<file path="config.mk">
export PLATFORM = sky130hd
export DESIGN_NAME = tcdm_mux_static
export DESIGN_NICKNAME = d
export VERILOG_FILES = /design/src/logic/tcdm_pkg.sv /design/src/logic/tcdm_mux_static.sv
export SDC_FILE = /design/constraint.sdc
export NUM_CORES = 1
export LEC_CHECK = 0
export ABC_AREA = 1
export BUFFER_PORTS_ARGS = -buffer_cell sky130_fd_sc_hd__clkbuf_2
export CORE_AREA = 5 5 91 93
export DETAILED_ROUTE_END_ITERATION = 6
export DIE_AREA = 0 0 96 98
export SYNTH_ARGS = -nofsm -noshare
export SYNTH_HDL_FRONTEND = slang
export SYNTH_SLANG_ARGS = --single-unit
</file>
<file path="constraint.sdc">
create_clock -name vclk -period 1.3
set_input_delay 0.26 -clock vclk [all_inputs]
set_output_delay 0.26 -clock vclk [all_outputs]
set_load 0.05 [all_outputs]
</file>
<file path="src/logic/tcdm_pkg.sv">
//----------------------------------------------------------
// widths and select codes shared by the whole cluster
// the bank is word addressed, 2**TCDM_AW words deep
// region lengths are 1 to TCDM_NB_WORDS, zero is not legal
//----------------------------------------------------------
package tcdm_pkg;

  //----------------------------------------------------------
  // bus geometry
  //----------------------------------------------------------
  // word address width
  localparam int unsigned TCDM_AW       = 8;
  localparam int unsigned TCDM_NB_WORDS = 1 << TCDM_AW;
  // data word and byte enables
  localparam int unsigned TCDM_DW = 32;
  localparam int unsigned TCDM_BW = TCDM_DW / 8;
  // one extra bit so a full-bank region fits
  localparam int unsigned TCDM_LEN_W = TCDM_AW + 1;

  //----------------------------------------------------------
  // static mux
  //----------------------------------------------------------
  localparam int unsigned TCDM_NB_CHAN = 2;
  localparam int unsigned TCDM_SEL_W   = $clog2(TCDM_NB_CHAN);
  // lane 0 is the fill engine, lane 1 the checksum engine
  localparam logic [TCDM_SEL_W-1:0] TCDM_SEL_FILL     = TCDM_SEL_W'(0);
  localparam logic [TCDM_SEL_W-1:0] TCDM_SEL_CHECKSUM = TCDM_SEL_W'(1);

endpackage

</file>
<file path="src/logic/tcdm_mux_static.sv">
//----------------------------------------------------------
// static TCDM mux, no arbitration at all
// lanes must be used strictly one at a time, sel_i may only
// change while the lane it leaves has no request in flight
//----------------------------------------------------------
`timescale 1ns/100ps

module tcdm_mux_static (
  input  logic [tcdm_pkg::TCDM_SEL_W-1:0]                           sel_i,
  // initiator lanes
  input  logic [tcdm_pkg::TCDM_NB_CHAN-1:0]                         in_req_i,
  input  logic [tcdm_pkg::TCDM_NB_CHAN-1:0][tcdm_pkg::TCDM_AW-1:0]  in_add_i,
  input  logic [tcdm_pkg::TCDM_NB_CHAN-1:0]                         in_wen_i,
  input  logic [tcdm_pkg::TCDM_NB_CHAN-1:0][tcdm_pkg::TCDM_BW-1:0]  in_be_i,
  input  logic [tcdm_pkg::TCDM_NB_CHAN-1:0][tcdm_pkg::TCDM_DW-1:0]  in_data_i,
  output logic [tcdm_pkg::TCDM_NB_CHAN-1:0]                         in_gnt_o,
  output logic [tcdm_pkg::TCDM_NB_CHAN-1:0]                         in_r_valid_o,
  output logic [tcdm_pkg::TCDM_NB_CHAN-1:0][tcdm_pkg::TCDM_DW-1:0]  in_r_data_o,
  // target side
  output logic                                                      out_req_o,
  output logic [tcdm_pkg::TCDM_AW-1:0]                              out_add_o,
  output logic                                                      out_wen_o,
  output logic [tcdm_pkg::TCDM_BW-1:0]                              out_be_o,
  output logic [tcdm_pkg::TCDM_DW-1:0]                              out_data_o,
  input  logic                                                      out_gnt_i,
  input  logic                                                      out_r_valid_i,
  input  logic [tcdm_pkg::TCDM_DW-1:0]                              out_r_data_i
);

  import tcdm_pkg::*;

  //----------------------------------------------------------
  // response path, per lane
  //----------------------------------------------------------
  for (genvar ii = 0; ii < TCDM_NB_CHAN; ii++) begin : gen_lane
    // unselected lane sees no grant, so its request just waits
    assign in_gnt_o[ii]     = (sel_i == TCDM_SEL_W'(ii)) ? out_gnt_i     : 1'b0;
    assign in_r_valid_o[ii] = (sel_i == TCDM_SEL_W'(ii)) ? out_r_valid_i : 1'b0;
    // read data is harmless to broadcast, r_valid qualifies it
    assign in_r_data_o[ii]  = out_r_data_i;
  end

  //----------------------------------------------------------
  // request path
  //----------------------------------------------------------
  assign out_req_o  = in_req_i[sel_i];
  assign out_add_o  = in_add_i[sel_i];
  assign out_wen_o  = in_wen_i[sel_i];
  assign out_be_o   = in_be_i[sel_i];
  assign out_data_o = in_data_i[sel_i];

endmodule

</file>
==> flow_summary.ini <==
[timing]
whs_ps = 520
period_share = 0.971
slew_headroom = 0.812
hold_viol_final = 0
rsz0062_at_grt = no
worstMarginPinSlew_ps = 283
min_period_ps = 1260
worst_slack_ps = 38.1
setup_viol = 0
timing.final.max_slew_violations = 0
max_freq_mhz = 792
final.setup.tns_ps = 0

[global_route]
grt_max_degree = 37
grt_pass1_vias = 1365
grt_overflow = 0
grt_first_pass_wirelength_um = 5770
grtUsageTotal = 0.0715
antenna_found_initial = 0

[pwr]
finalPower_mw = 1.05
cellLeakagePower_nw = 1.19
pwr_density_cell_nw_per_um2 = 581
ir_worst_vdd_uv = 206

[floorplanning]
start_util = 0.152
die_area_um2 = 9410
rows = 32
die_x_um = 96
coreArea_um2 = 7450
die_h_um = 98
top_level_ports = 241

[final_layout]
numSequentialCells = 0
multi_input_area_um2 = 538
seqCellArea_um2 = 0
drive_gt1_frac = 0.517
fin_nets = 427
stdcell_count = 400
nClkBuffers = 0
n_fill_cell = 835
design_area_um2 = 1810
final_util = 0.242
syn2layout_area_growth_pct = 59.6
antennaDiodeCount = 0

[detailed_routing]
routed_wl_um = 4280
routedWlPerCell_um = 10.7
drtPass1Iterations = 4
drt_iter0_drc = 20
vias = 1459
routed_via_density = 3.65
drtAntennaViolNets = 0
drc = 0

[place]
post-place-cells = 398
place.port_buffers = 145
dpl.hpwl_um = 3350
pre_cts_ws_ps = -52.0
placed_area_um2 = 1630
place_congestion = 0.629

[logic_synthesis]
synthTopCellsByArea = nand2_1, buf_4, buf_6, inv_1, inv_6
yosysMostFrequentCell = nand2_1
syn_inst = 221
yosys.area.top_type = nand2_1
avgSynthCellArea_um2 = 5.12
ys_seq_area_frac = 0
synth_top_cells_by_count = nand2_1, buf_4, buf_6, inv_1, nor2_1
yosys_warnings = 0
syn_area_um2 = 1130
synth.distinct_cells = 6
syn_nets = 348
synth_top_area_frac = 0.465

[worst_setup_path]
cp_data_required_time_ps = 1040
cp.arrival_ps = 1000
crit_type = in -> out
cp_max_fo = 18
worst_setup_path_end_kind = output port
cp-start-kind = input port

[min_path]
min_path_cells = 0
hold_class = in -> out

[job]
cap_violations = 0

[cts]
cts_hold_buf = 0
cts_setup_buffers = 0

[outcome]
status = complete, no violations
==> cells in the final DEF (no fill, tap or decap) <==
| cell type | count |
|---|---|
| nand2_1 | 138 |
| clkbuf_2 | 95 |
| buf_4 | 28 |
| buf_12 | 13 |
| clkbuf_4 | 6 |
| buf_6 | 6 |
| inv_1 | 4 |
| nand2_2 | 2 |
| nor2_1 | 2 |
| clkbuf_16 | 2 |
| inv_8 | 1 |
| buf_2 | 1 |
==> critical path, stage by stage <==
cell	delay [ps]
buf_4	160
clkbuf_16	190
nor2_1	100
clkbuf_2	280
==> routing by layer <==
layer / part of all wire / global-route usage / vias up / wire length (um)
met5: 0 / 0 / - / 0
met4: 0.030 / 0.0241 / 0 / 129
met3: 0.15 / 0.0200 / 25 / 623
met2: 0.52 / 0.152 / 102 / 2210
met1: 0.31 / 0.0579 / 592 / 1320
li1: - / - / 740 / -
==> area by class of cell <==
class / instances / area share
repair buffers: 151 / 0.617
multi-input cells: 142 / 0.298
well taps: 102 / 0.0707
inverters: 5 / 0.0146
==> cell families after synthesis <==
kind of cell,synth area share
buf+inv,0.529
simple gates,0.471
==> power breakdown <==
group / total (mW) / internal, mW / leakage [nW] / switching [mW]
registers: 0 / 0 / 0 / 0
logic: 1.05 / 0.402 / 1.19 / 0.647
clock network: 0 / 0 / 0 / 0
==> worst paths after layout <==
path | startpoint | endpoint | slack [ps]
min | out_r_data_i[22] | in_r_data_o[22] | 520
max | sel_i | in_r_valid_o[0] | 40
==> timing repair <==
item                       CTS  global route
gates cloned                 0             2
pin swaps                    0             0
resized for setup           38            45
hold endpoints to repair     0             0
setup endpoints to repair   38            43
Power figures use the tool's default switching activity.
