==> config.mk <==
export PLATFORM = sky130hd
export DESIGN_NAME = tcdm_fill_engine
export DESIGN_NICKNAME = d
export VERILOG_FILES = /design/src/logic/tcdm_pkg.sv /design/src/logic/tcdm_fill_engine.sv
export SDC_FILE = /design/constraint.sdc
export NUM_CORES = 1
export LEC_CHECK = 0
export BUFFER_PORTS_ARGS = -buffer_cell sky130_fd_sc_hd__buf_2
export CAP_MARGIN = 20
export CORE_MARGIN = 2
export CORE_UTILIZATION = 25
export CTS_CLUSTER_SIZE = 14
export DETAILED_ROUTE_END_ITERATION = 7
export PLACE_DENSITY = 0.42
export SYNTH_ARGS = -nofsm -noshare
export SYNTH_HDL_FRONTEND = slang
export SYNTH_SLANG_ARGS = --single-unit
==> constraint.sdc <==
create_clock -name clk_i -period 3.8 [get_ports clk_i]
set_clock_uncertainty 0.1 [all_clocks]
set_input_delay 0.38 -clock clk_i [delete_from_list [all_inputs] [get_ports clk_i]]
set_output_delay 0.38 -clock clk_i [all_outputs]
set_load 0.02 [all_outputs]
==> src/logic/tcdm_pkg.sv <==
//----------------------------------------------------------
// widths and select codes shared by the whole cluster
// the bank is word addressed, 2**TCDM_AW words deep
// region lengths are 1 to TCDM_NB_WORDS, zero is not legal
//----------------------------------------------------------
package tcdm_pkg;

  //----------------------------------------------------------
  // bus geometry
  //----------------------------------------------------------
  // word address width
  localparam int unsigned TCDM_AW       = 8;
  localparam int unsigned TCDM_NB_WORDS = 1 << TCDM_AW;
  // data word and byte enables
  localparam int unsigned TCDM_DW = 32;
  localparam int unsigned TCDM_BW = TCDM_DW / 8;
  // one extra bit so a full-bank region fits
  localparam int unsigned TCDM_LEN_W = TCDM_AW + 1;

  //----------------------------------------------------------
  // static mux
  //----------------------------------------------------------
  localparam int unsigned TCDM_NB_CHAN = 2;
  localparam int unsigned TCDM_SEL_W   = $clog2(TCDM_NB_CHAN);
  // lane 0 is the fill engine, lane 1 the checksum engine
  localparam logic [TCDM_SEL_W-1:0] TCDM_SEL_FILL     = TCDM_SEL_W'(0);
  localparam logic [TCDM_SEL_W-1:0] TCDM_SEL_CHECKSUM = TCDM_SEL_W'(1);

endpackage

==> src/logic/tcdm_fill_engine.sv <==
//----------------------------------------------------------
// writes seed+i to word base+i for i in 0..len-1
// addresses wrap inside the bank, len_i must not be zero
// start_i is ignored while busy_o is high
//----------------------------------------------------------
`timescale 1ns/100ps

module tcdm_fill_engine (
  input  logic                            clk_i,
  input  logic                            arst_n_i,
  input  logic                            start_i,
  input  logic [tcdm_pkg::TCDM_AW-1:0]    base_i,
  input  logic [tcdm_pkg::TCDM_LEN_W-1:0] len_i,
  input  logic [tcdm_pkg::TCDM_DW-1:0]    seed_i,
  output logic                            busy_o,
  output logic                            done_o,
  output logic                            tcdm_req_o,
  output logic [tcdm_pkg::TCDM_AW-1:0]    tcdm_add_o,
  output logic                            tcdm_wen_o,
  output logic [tcdm_pkg::TCDM_BW-1:0]    tcdm_be_o,
  output logic [tcdm_pkg::TCDM_DW-1:0]    tcdm_data_o,
  input  logic                            tcdm_gnt_i,
  input  logic                            tcdm_r_valid_i
);

  import tcdm_pkg::*;

  logic                  busy_q;
  logic                  done_q;
  logic [TCDM_AW-1:0]    base_q;
  logic [TCDM_LEN_W-1:0] len_q;
  logic [TCDM_DW-1:0]    seed_q;
  // requests granted so far, also the index of the next word
  logic [TCDM_LEN_W-1:0] issue_cnt_q;
  // write responses seen so far
  logic [TCDM_LEN_W-1:0] ack_cnt_q;
  logic                  start;
  logic                  xfer;
  logic                  last_rsp;

  assign start    = start_i & ~busy_q;
  assign xfer     = tcdm_req_o & tcdm_gnt_i;
  assign last_rsp = busy_q & tcdm_r_valid_i & (ack_cnt_q == len_q - TCDM_LEN_W'(1));

  //----------------------------------------------------------
  // request side
  //----------------------------------------------------------
  // payload only moves on a grant, so it is stable while stalled
  assign tcdm_req_o  = busy_q & (issue_cnt_q != len_q);
  assign tcdm_add_o  = base_q + issue_cnt_q[TCDM_AW-1:0];
  assign tcdm_wen_o  = 1'b0;
  assign tcdm_be_o   = '1;
  assign tcdm_data_o = seed_q + TCDM_DW'(issue_cnt_q);

  // job parameters
  always_ff @(posedge clk_i) begin
    if (start) begin
      base_q <= base_i;
      len_q  <= len_i;
      seed_q <= seed_i;
    end
  end

  //----------------------------------------------------------
  // control and counters
  //----------------------------------------------------------
  always_ff @(posedge clk_i or negedge arst_n_i) begin
    if (!arst_n_i) begin
      busy_q      <= 1'b0;
      done_q      <= 1'b0;
      issue_cnt_q <= '0;
      ack_cnt_q   <= '0;
    end else begin
      // done goes high in the cycle busy drops
      done_q <= last_rsp;
      if (start) begin
        busy_q      <= 1'b1;
        issue_cnt_q <= '0;
        ack_cnt_q   <= '0;
      end else if (busy_q) begin
        if (xfer) begin
          issue_cnt_q <= issue_cnt_q + TCDM_LEN_W'(1);
        end
        if (tcdm_r_valid_i) begin
          ack_cnt_q <= ack_cnt_q + TCDM_LEN_W'(1);
        end
        if (last_rsp) begin
          busy_q <= 1'b0;
        end
      end
    end
  end

  assign busy_o = busy_q;
  assign done_o = done_q;

endmodule

==> results.cfg <==
[synthesis]
yosys.cell_types.count = 55
ys_seq_area_share_pct = 49.6
yosysWarnings = 0
syn_inst = 355
synth_edf_count = 49
synth_area_mm2 = 0.00397
synthFlopType = edfxtp_1
ys_seq_elements = 69
synth_area_per_cell_um2 = 11.2
synthArstFlopShare_pct = 29.0

[clocking]
clockBufferDepth = 2
clock_latency_ns = 0.33
htreeDepth = 3
cts.sinks = 69
clkSlewWorstSetupHoldPaths_ns = 0.06
cts_tree = built
cts_root_buf = clkbuf_16
numCtsBuffers = 9

[worst_setup_path]
cp_data_arrival_time_ns = 2.98
worstPathMaxFanout = 12
r2r-start = len_q[0]
endpoint_kind = primary output
reg2reg_slack_ns = 1.68
crit_required_ns = 3.32
timing.rr.end = busy_o
worstSetupPathType = reg -> out
start_kind = flip-flop
ff2ff_path_depth = 8

[placed_design]
io_buffers = 96
place_hpwl_um = 7090
placed_area_mm2 = 0.00467
place_congestion = 0.796

[timing]
maxSlewHeadroom_pct = 51.8
hold_viol_final = 0
finalMaxSlewViolations = 0
tightest_slew_ns = 0.723
grt_setup_unrepaired = false
setup_tns_ns = 0
finalSetupViolCount = 0
timing.fmax_mhz = 289
fin_crit_sh_pct = 91.0
period_minus_slack_ns = 3.46

[worst_hold_path]
min_from = seed_i[10]
holdPathEnd = seed_q[10]
holdPathStages = 1
hold_path.class = in -> reg

[status]
status = completed

[die]
dieHeight_um = 130
dieArea_mm2 = 0.0169
fp-row-count = 46
initial_core_util_pct = 25.3
ios = 102
core_area_mm2 = 0.0157
die_w_um = 130

[detailed_routing]
wl_per_cell_um = 14.0
dr.pass1.iters = 4
drt_wl_total_um = 9470
drcViolationCount = 0
drtIter0Drc = 115
via_per_inst = 4.30
vias = 2914
ant_nets = 0

[layout]
layout_commonest_cell = buf_2
drive_above_1_share_pct = 27.8
n_fill_cell = 1633
final_nets = 531
final_cell_mix = buf_2, edfxtp_1, xor2_1, xnor2_1, nand2_1
syn2layout_area_growth_pct = 26.4
num_antenna_cells = 0
final_cell_area_mm2 = 0.00502

[grt]
antenna_found_initial = 0
grt_pass1_wl_um = 15100
grt_start_max_net_pins = 55
grt.total_usage_pct = 11.7
grt_overflow = 0
grt_pass1_vias = 2893

[power_and_ir_drop]
ir_drop_uv = 294
power_density_mw_per_mm2 = 575
leakage_nw = 2.10

[run]
drv_cap = 0
==> routing by layer <==
metal | GRT usage (%) | vias to the layer above | part of all wire [%]
li1 | - | 1471 | -
met1 | 15.4 | 1340 | 47
met2 | 18.6 | 92 | 45
met3 | 2.71 | 11 | 6.4
met4 | 4.93 | 0 | 1.8
met5 | 0 | - | 0
==> state kept, by name, summed over array words and instances (netlist names) <==
register	count
ack_cnt_q	9
base_q	8
busy_o	1
done_o	1
issue_cnt_q	9
len_q	9
seed_q	32
==> cell type report <==
| class | count | area, um^2 | area share, % |
|---|---|---|---|
| Clock inverter | 7 | 114 | 2.27 |
| Sequential cell | 69 | 1970 | 39.3 |
| Multi-Input combinational cell | 264 | 1890 | 37.6 |
| Clock buffer | 9 | 225 | 4.49 |
| Inverter | 14 | 52.6 | 1.05 |
| Tap cell | 216 | 270 | 5.38 |
| Timing Repair Buffer | 98 | 498 | 9.92 |
==> worst max-delay path by stage <==
| stage | from | end | slack, ns |
|---|---|---|---|
| 5_1_grt | issue_cnt_q[4] | tcdm_data_o[19] | 0.18 |
| 2_1_floorplan | issue_cnt_q[0] | tcdm_data_o[14] | 1.12 |
| 6_report | issue_cnt_q[4] | tcdm_data_o[19] | 0.34 |
| 3_5_place_dp | issue_cnt_q[4] | tcdm_data_o[19] | 0.68 |
| 4_1_cts | issue_cnt_q[4] | tcdm_data_o[19] | 0.31 |
| 3_3_place_gp | issue_cnt_q[1] | tcdm_data_o[19] | 0.73 |
==> report_power, final <==
| group | switching, mW | total (mW) | internal, mW |
|---|---|---|---|
| registers | 0.141 | 1.02 | 0.876 |
| logic | 0.527 | 0.912 | 0.385 |
| clock network | 0.322 | 0.959 | 0.637 |
==> timing repair <==
| action | in CTS | in global routing |
|---|---|---|
| buffers inserted | 0 | 0 |
| gates resized for setup | 0 | 0 |
| hold buffers | 1 | 0 |
| hold endpoints to repair | 20 | 0 |
==> synthesized netlist by cell type, types with 9 or more instances <==
master,count,area (um^2)
o21ai_0,13,65.1
ha_1,19,238
and3_1,9,56.3
xnor2_1,30,263
nor2_1,23,86.3
nand2_1,28,105
xor2_1,33,289
dfrtp_1,20,500
a21oi_1,14,70.1
edfxtp_1,49,1470
inv_1,13,48.8
nand3_1,21,105
==> critical path: stages, from the launching register on <==
cell and delay (ns):
dfrtp_1 0.48, ha_1 0.36, a21oi_1 0.22, o31ai_2 0.13, a211o_1 0.30, a21oi_2 0.55
and4b_1 0.28, xor2_1 0.13, buf_2 0.18
==> cell families after synthesis <==
family / Yosys count / share of synthesized area, %
compound gates: 52 / 8.88
xor+xnor: 63 / 13.9
fa+ha+maj: 21 / 6.99
buf+inv: 25 / 3.12
flops: 69 / 49.6
mux: 5 / 1.26
other cells: 2 / 0.189
simple gates: 118 / 16.0
==> per-stage QoR <==
| step | std cells | utilization [%] | total power [mW] | setup WS (ns) | hold WS (ns) |
|---|---|---|---|---|---|
| 5_1_grt | 677 | 31.9 | 3.08 | 0.176 | 0.0975 |
| 2_1_floorplan | 358 | - | 1.67 | 1.12 | -0.0156 |
| 6_report | 677 | 31.9 | 2.89 | 0.342 | 0.117 |
| 4_1_cts | 677 | 31.9 | 2.95 | 0.305 | 0.102 |
| 3_3_place_gp | 660 | 29.7 | 1.94 | 0.726 | 0.280 |
| 3_5_place_dp | 660 | 29.7 | 1.96 | 0.678 | 0.273 |
Power figures use the tool's default switching activity.
