==> config.mk <==
export PLATFORM = sky130hd
export DESIGN_NAME = tcdm_checksum_engine
export DESIGN_NICKNAME = d
export VERILOG_FILES = /design/src/logic/tcdm_pkg.sv /design/src/logic/tcdm_checksum_engine.sv
export SDC_FILE = /design/constraint.sdc
export NUM_CORES = 1
export LEC_CHECK = 0
export ABC_AREA = 1
export ABC_CLOCK_PERIOD_IN_PS = 4550
export BUFFER_PORTS_ARGS = -buffer_cell sky130_fd_sc_hd__buf_4
export CORE_ASPECT_RATIO = 1.25
export CORE_MARGIN = 3
export CORE_UTILIZATION = 30
export DETAILED_ROUTE_END_ITERATION = 8
export PLACE_DENSITY = 0.55
export SETUP_SLACK_MARGIN = 0.1
export SYNTH_ARGS = -nofsm -noshare
export SYNTH_HDL_FRONTEND = slang
export SYNTH_SLANG_ARGS = --single-unit
==> constraint.sdc <==
create_clock -name clk_i -period 4.55 [get_ports clk_i]
set_input_delay 0.455 -clock clk_i [delete_from_list [all_inputs] [get_ports clk_i]]
set_output_delay 0.455 -clock clk_i [all_outputs]
set_load 0.03 [all_outputs]
==> src/logic/tcdm_pkg.sv <==
//----------------------------------------------------------
// widths and select codes shared by the whole cluster
// the bank is word addressed, 2**TCDM_AW words deep
// region lengths are 1 to TCDM_NB_WORDS, zero is not legal
//----------------------------------------------------------
package tcdm_pkg;

  //----------------------------------------------------------
  // bus geometry
  //----------------------------------------------------------
  // word address width
  localparam int unsigned TCDM_AW       = 8;
  localparam int unsigned TCDM_NB_WORDS = 1 << TCDM_AW;
  // data word and byte enables
  localparam int unsigned TCDM_DW = 32;
  localparam int unsigned TCDM_BW = TCDM_DW / 8;
  // one extra bit so a full-bank region fits
  localparam int unsigned TCDM_LEN_W = TCDM_AW + 1;

  //----------------------------------------------------------
  // static mux
  //----------------------------------------------------------
  localparam int unsigned TCDM_NB_CHAN = 2;
  localparam int unsigned TCDM_SEL_W   = $clog2(TCDM_NB_CHAN);
  // lane 0 is the fill engine, lane 1 the checksum engine
  localparam logic [TCDM_SEL_W-1:0] TCDM_SEL_FILL     = TCDM_SEL_W'(0);
  localparam logic [TCDM_SEL_W-1:0] TCDM_SEL_CHECKSUM = TCDM_SEL_W'(1);

endpackage

==> src/logic/tcdm_checksum_engine.sv <==
//----------------------------------------------------------
// reads len words from base, wrapping, and sums them mod 2**32
// checksum_o is final from done_o until the next start
// len_i must not be zero, start_i is ignored while busy
//----------------------------------------------------------
`timescale 1ns/100ps

module tcdm_checksum_engine (
  input  logic                            clk_i,
  input  logic                            arst_n_i,
  input  logic                            start_i,
  input  logic [tcdm_pkg::TCDM_AW-1:0]    base_i,
  input  logic [tcdm_pkg::TCDM_LEN_W-1:0] len_i,
  output logic                            busy_o,
  output logic                            done_o,
  output logic [tcdm_pkg::TCDM_DW-1:0]    checksum_o,
  output logic                            tcdm_req_o,
  output logic [tcdm_pkg::TCDM_AW-1:0]    tcdm_add_o,
  output logic                            tcdm_wen_o,
  input  logic                            tcdm_gnt_i,
  input  logic                            tcdm_r_valid_i,
  input  logic [tcdm_pkg::TCDM_DW-1:0]    tcdm_r_data_i
);

  import tcdm_pkg::*;

  logic                  busy_q;
  logic                  done_q;
  logic [TCDM_AW-1:0]    base_q;
  logic [TCDM_LEN_W-1:0] len_q;
  // reads granted so far
  logic [TCDM_LEN_W-1:0] issue_cnt_q;
  // read data words received so far
  logic [TCDM_LEN_W-1:0] ack_cnt_q;
  logic [TCDM_DW-1:0]    acc_q;
  logic                  start;
  logic                  xfer;
  logic                  rsp;
  logic                  last_rsp;

  assign start    = start_i & ~busy_q;
  assign xfer     = tcdm_req_o & tcdm_gnt_i;
  assign rsp      = busy_q & tcdm_r_valid_i;
  assign last_rsp = rsp & (ack_cnt_q == len_q - TCDM_LEN_W'(1));

  //----------------------------------------------------------
  // read requests
  //----------------------------------------------------------
  assign tcdm_req_o = busy_q & (issue_cnt_q != len_q);
  // 8-bit add wraps at the top of the bank
  assign tcdm_add_o = base_q + issue_cnt_q[TCDM_AW-1:0];
  // wen high means read
  assign tcdm_wen_o = 1'b1;

  always_ff @(posedge clk_i) begin
    if (start) begin
      base_q <= base_i;
      len_q  <= len_i;
    end
  end

  //----------------------------------------------------------
  // control, counters and accumulator
  //----------------------------------------------------------
  always_ff @(posedge clk_i or negedge arst_n_i) begin
    if (!arst_n_i) begin
      busy_q      <= 1'b0;
      done_q      <= 1'b0;
      issue_cnt_q <= '0;
      ack_cnt_q   <= '0;
      acc_q       <= '0;
    end else begin
      done_q <= last_rsp;
      if (start) begin
        busy_q      <= 1'b1;
        issue_cnt_q <= '0;
        ack_cnt_q   <= '0;
        acc_q       <= '0;
      end else if (busy_q) begin
        if (xfer) begin
          issue_cnt_q <= issue_cnt_q + TCDM_LEN_W'(1);
        end
        // responses are in order, one per granted read
        if (rsp) begin
          ack_cnt_q <= ack_cnt_q + TCDM_LEN_W'(1);
          acc_q     <= acc_q + tcdm_r_data_i;
        end
        if (last_rsp) begin
          busy_q <= 1'b0;
        end
      end
    end
  end

  assign busy_o     = busy_q;
  assign done_o     = done_q;
  // partial sum while busy, final sum once done
  assign checksum_o = acc_q;

endmodule

==> out/metrics.csv <==
stage,metric,value,unit
clock_tree,cts_sinks,69,
pwr,powerDensity,692,nW/um2
floorplan,die_x,130,um
sta,period_share,0.623,
detailed_routing,dr.pass1.iters,4,
synth,synthDistinctLibCells,41,
clock_tree,cts_tree,done,
floorplan,ios,98,
final_layout,final_cell_mix,"nand2_1, inv_1, buf_4",
floorplan,fp.dieH,162,um
worst_setup_path,path_max_fanout,7,
hold_path,hold_path.class,in2async,
clock_tree,root_buffer,clkbuf_16,
pwr,seqPwrFrac,0.226,
sta,fin_crit,2840,ps
clock_tree,clkTransAtPathRegs,60,ps
final_layout,nNetsFinal,1079,
synth,synth-edff-count,17,
placed_design,gp_congestion,0.891,
floorplan,core-area,18900,um2
pwr,intPower,0.00240,W
pwr,ir_worst_vdd,0.258,mV
final_layout,synthToLayoutAreaGrowth,22.3,%
grt,grt-ovfl-total,0,
clock_tree,clock_latency,350,ps
detailed_routing,vias,5620,
floorplan,start_util,0.307,
clock_tree,postCtsSetupBuffers,0,
worst_setup_path,crit_path_end_kind,primary output,
placed_design,dp_hpwl,13.4,mm
worst_setup_path,cp.buffers_inverters,2,
floorplan,die_area,21100,um2
grt,grt_pass1_wl,27.7,mm
clock_tree,cts-htree-levels,3,
synth,ys_async_sr_fraction,0.754,
synth,syn_area,5810,um2
floorplan,rows,56,
pwr,p_comb_frac,0.613,
placed_design,port_buffers,96,
pwr,pwr-share-clk,0.162,
worst_setup_path,path_class,reg2out,
worst_setup_path,critPathTopFamily,adder cells,
detailed_routing,drc_errors,0,
final_layout,final_util,0.375,
final_layout,final_area,7100,um2
sta,fin_tns_setup,0,ps
sta,drv_slew,0,
clock_tree,cts_resized,0,
worst_setup_path,startpoint_type,flop,
placed_design,dpl-instance-area,6780,um2
sta,skew,9.10,ps
sta,worstMarginPinSlew,783,ps
synth,ys.flop_type,dfrtp_1,
detailed_routing,routed_wl,17.0,mm
run,drv_cap,0,
detailed_routing,viasPerCell,4.61,
synth,avgSynthCellArea,6.56,um2
detailed_routing,wl_per_cell,13.9,um
worst_setup_path,cp_slowest_cell,dfrtp_1,
synth,ys_seq_area_frac,0.312,
worst_setup_path,max_stage_delay,470,ps
sta,max-slew-margin-rel,0.478,
synth,synth_nets,982,
synth,yosys_warnings,0,
synth,synth_cells,885,
worst_setup_path,path_cells,ha_1 -> inv_1 -> fa_1 -> o21ai_0 -> nand2_1 -> a21oi_1 -> nor2_1 -> xnor2_1 -> buf_4,
clock_tree,clock_path_buffers,2,
pwr,p_sw_frac,0.511,
detailed_routing,postRouteAntennaNets,0,
pwr,p_leak,3.93,nW
pwr,switchingPower,0.00251,W
sta,hold_viol,0,
sta,max_freq,0.352,GHz
grt,grt_max_degree,53,
clock_tree,cts-buffers-inserted,9,
clock_tree,postCtsHoldBufs,0,
worst_setup_path,critPathRequiredTime,4090,ps
final_layout,final_layout_size_suffix_gt1_frac,0.145,
final_layout,final_common_cell,nand2_1,
detailed_routing,drt_first_iter_violations,243,
sta,rsz0062_at_grt,no,
worst_setup_path,worstPathArrival,2380,ps
grt,grt_pass1_vias,5647,
synth,ys_ff_latch,69,
grt,antenna_found_initial,0,
final_layout,antenna_cells,0,
sta,finalSetupViolations,0,
grt,grt.total_usage,0.167,
outcome,outcome,completed,
[cell usage after synthesis (2+ instances only)]
cell type / instances / share of area
a21o_1: 2 / 0.0026
a21oi_1: 35 / 0.030
a22o_1: 2 / 0.0030
a32o_1: 3 / 0.0052
and2_1: 3 / 0.0032
buf_2: 8 / 0.0069
clkbuf_1: 3 / 0.0019
dfrtp_1: 52 / 0.22
edfxtp_1: 17 / 0.088
fa_1: 2 / 0.0069
ha_1: 41 / 0.088
inv_1: 146 / 0.094
inv_2: 4 / 0.0026
nand2_1: 334 / 0.22
nand2_2: 7 / 0.0075
nand3_1: 63 / 0.054
nand3_2: 3 / 0.0052
nand3b_1: 4 / 0.0052
nand4_1: 9 / 0.0097
nor2_1: 58 / 0.037
nor2_2: 8 / 0.0086
nor3_1: 5 / 0.0043
o21ai_0: 24 / 0.021
o21ai_1: 4 / 0.0034
o21bai_1: 2 / 0.0026
or2_0: 2 / 0.0022
or2_2: 2 / 0.0022
xnor2_1: 16 / 0.024
xor2_1: 14 / 0.021
[final cells by class]
cell class / count / area, um2
clock buffer: 9 / 225
fill: 2060 / 11800
multi-input combinational: 654 / 3380
timing repair buffer: 98 / 736
inverter: 150 / 563
tap: 232 / 290
sequential: 69 / 1810
clock inverter: 7 / 97.6
[through the flow]
step,setup WS [ps],hold WS [ps],std cells,total power [W]
after global routing,1460,224,1219,0.00538
after floorplan,2030,159,885,0.00321
after CTS,1710,190,1219,0.00498
after global placement,2030,500,1203,0.00415
final,1710,148,1219,0.00491
after detailed placement,1950,504,1203,0.00416
[cells by family after synthesis]
| family | after synthesis | synth area share |
|---|---|---|
| other cells | 1 | 0.000646 |
| xor+xnor | 30 | 0.0452 |
| flops | 69 | 0.312 |
| simple gates | 503 | 0.366 |
| fa+ha+maj | 43 | 0.0952 |
| compound gates | 77 | 0.0741 |
| buf+inv | 162 | 0.107 |
[power groups by stage]
stage | Combinational, W | Clock [W] | Sequential [W]
3_3_place_gp | 0.00302 | 0 | 0.00113
5_1_grt | 0.00340 | 0.000830 | 0.00115
2_1_floorplan | 0.00187 | 0 | 0.00134
4_1_cts | 0.00305 | 0.000812 | 0.00111
3_5_place_dp | 0.00304 | 0 | 0.00112
6_report | 0.00301 | 0.000794 | 0.00111
[state kept, by name, summed over array words and instances, names as in the netlist]
name / flops
checksum_o: 32
ack_cnt_q: 9
issue_cnt_q: 9
len_q: 9
base_q: 8
busy_o: 1
done_o: 1
[metal layers]
layer  global-route usage  wire length [um]  share of wire
met5                    0                 0              0
met4               0.0636               433          0.025
met3               0.0238               637          0.037
met2                0.302              8580           0.51
met1                0.196              7330           0.43
[worst paths after layout]
kind | slack [ps] | endpoint | startpoint | depth (start not counted)
setup / recovery | 1710 | tcdm_add_o[6] | issue_cnt_q[0] | 9
hold / removal | 150 | issue_cnt_q[7] | arst_n_i | 1
setup reg to reg | 2070 | ack_cnt_q[0] | busy_o | 6
hold reg to reg | 520 | checksum_o[23] | checksum_o[23] | 2
max in group asynchronous | 3900 | checksum_o[26] | arst_n_i | 1
min in group clk_i | 270 | base_q[2] | base_i[2] | 1
No activity file was read; power rests on OpenSTA's default activity.
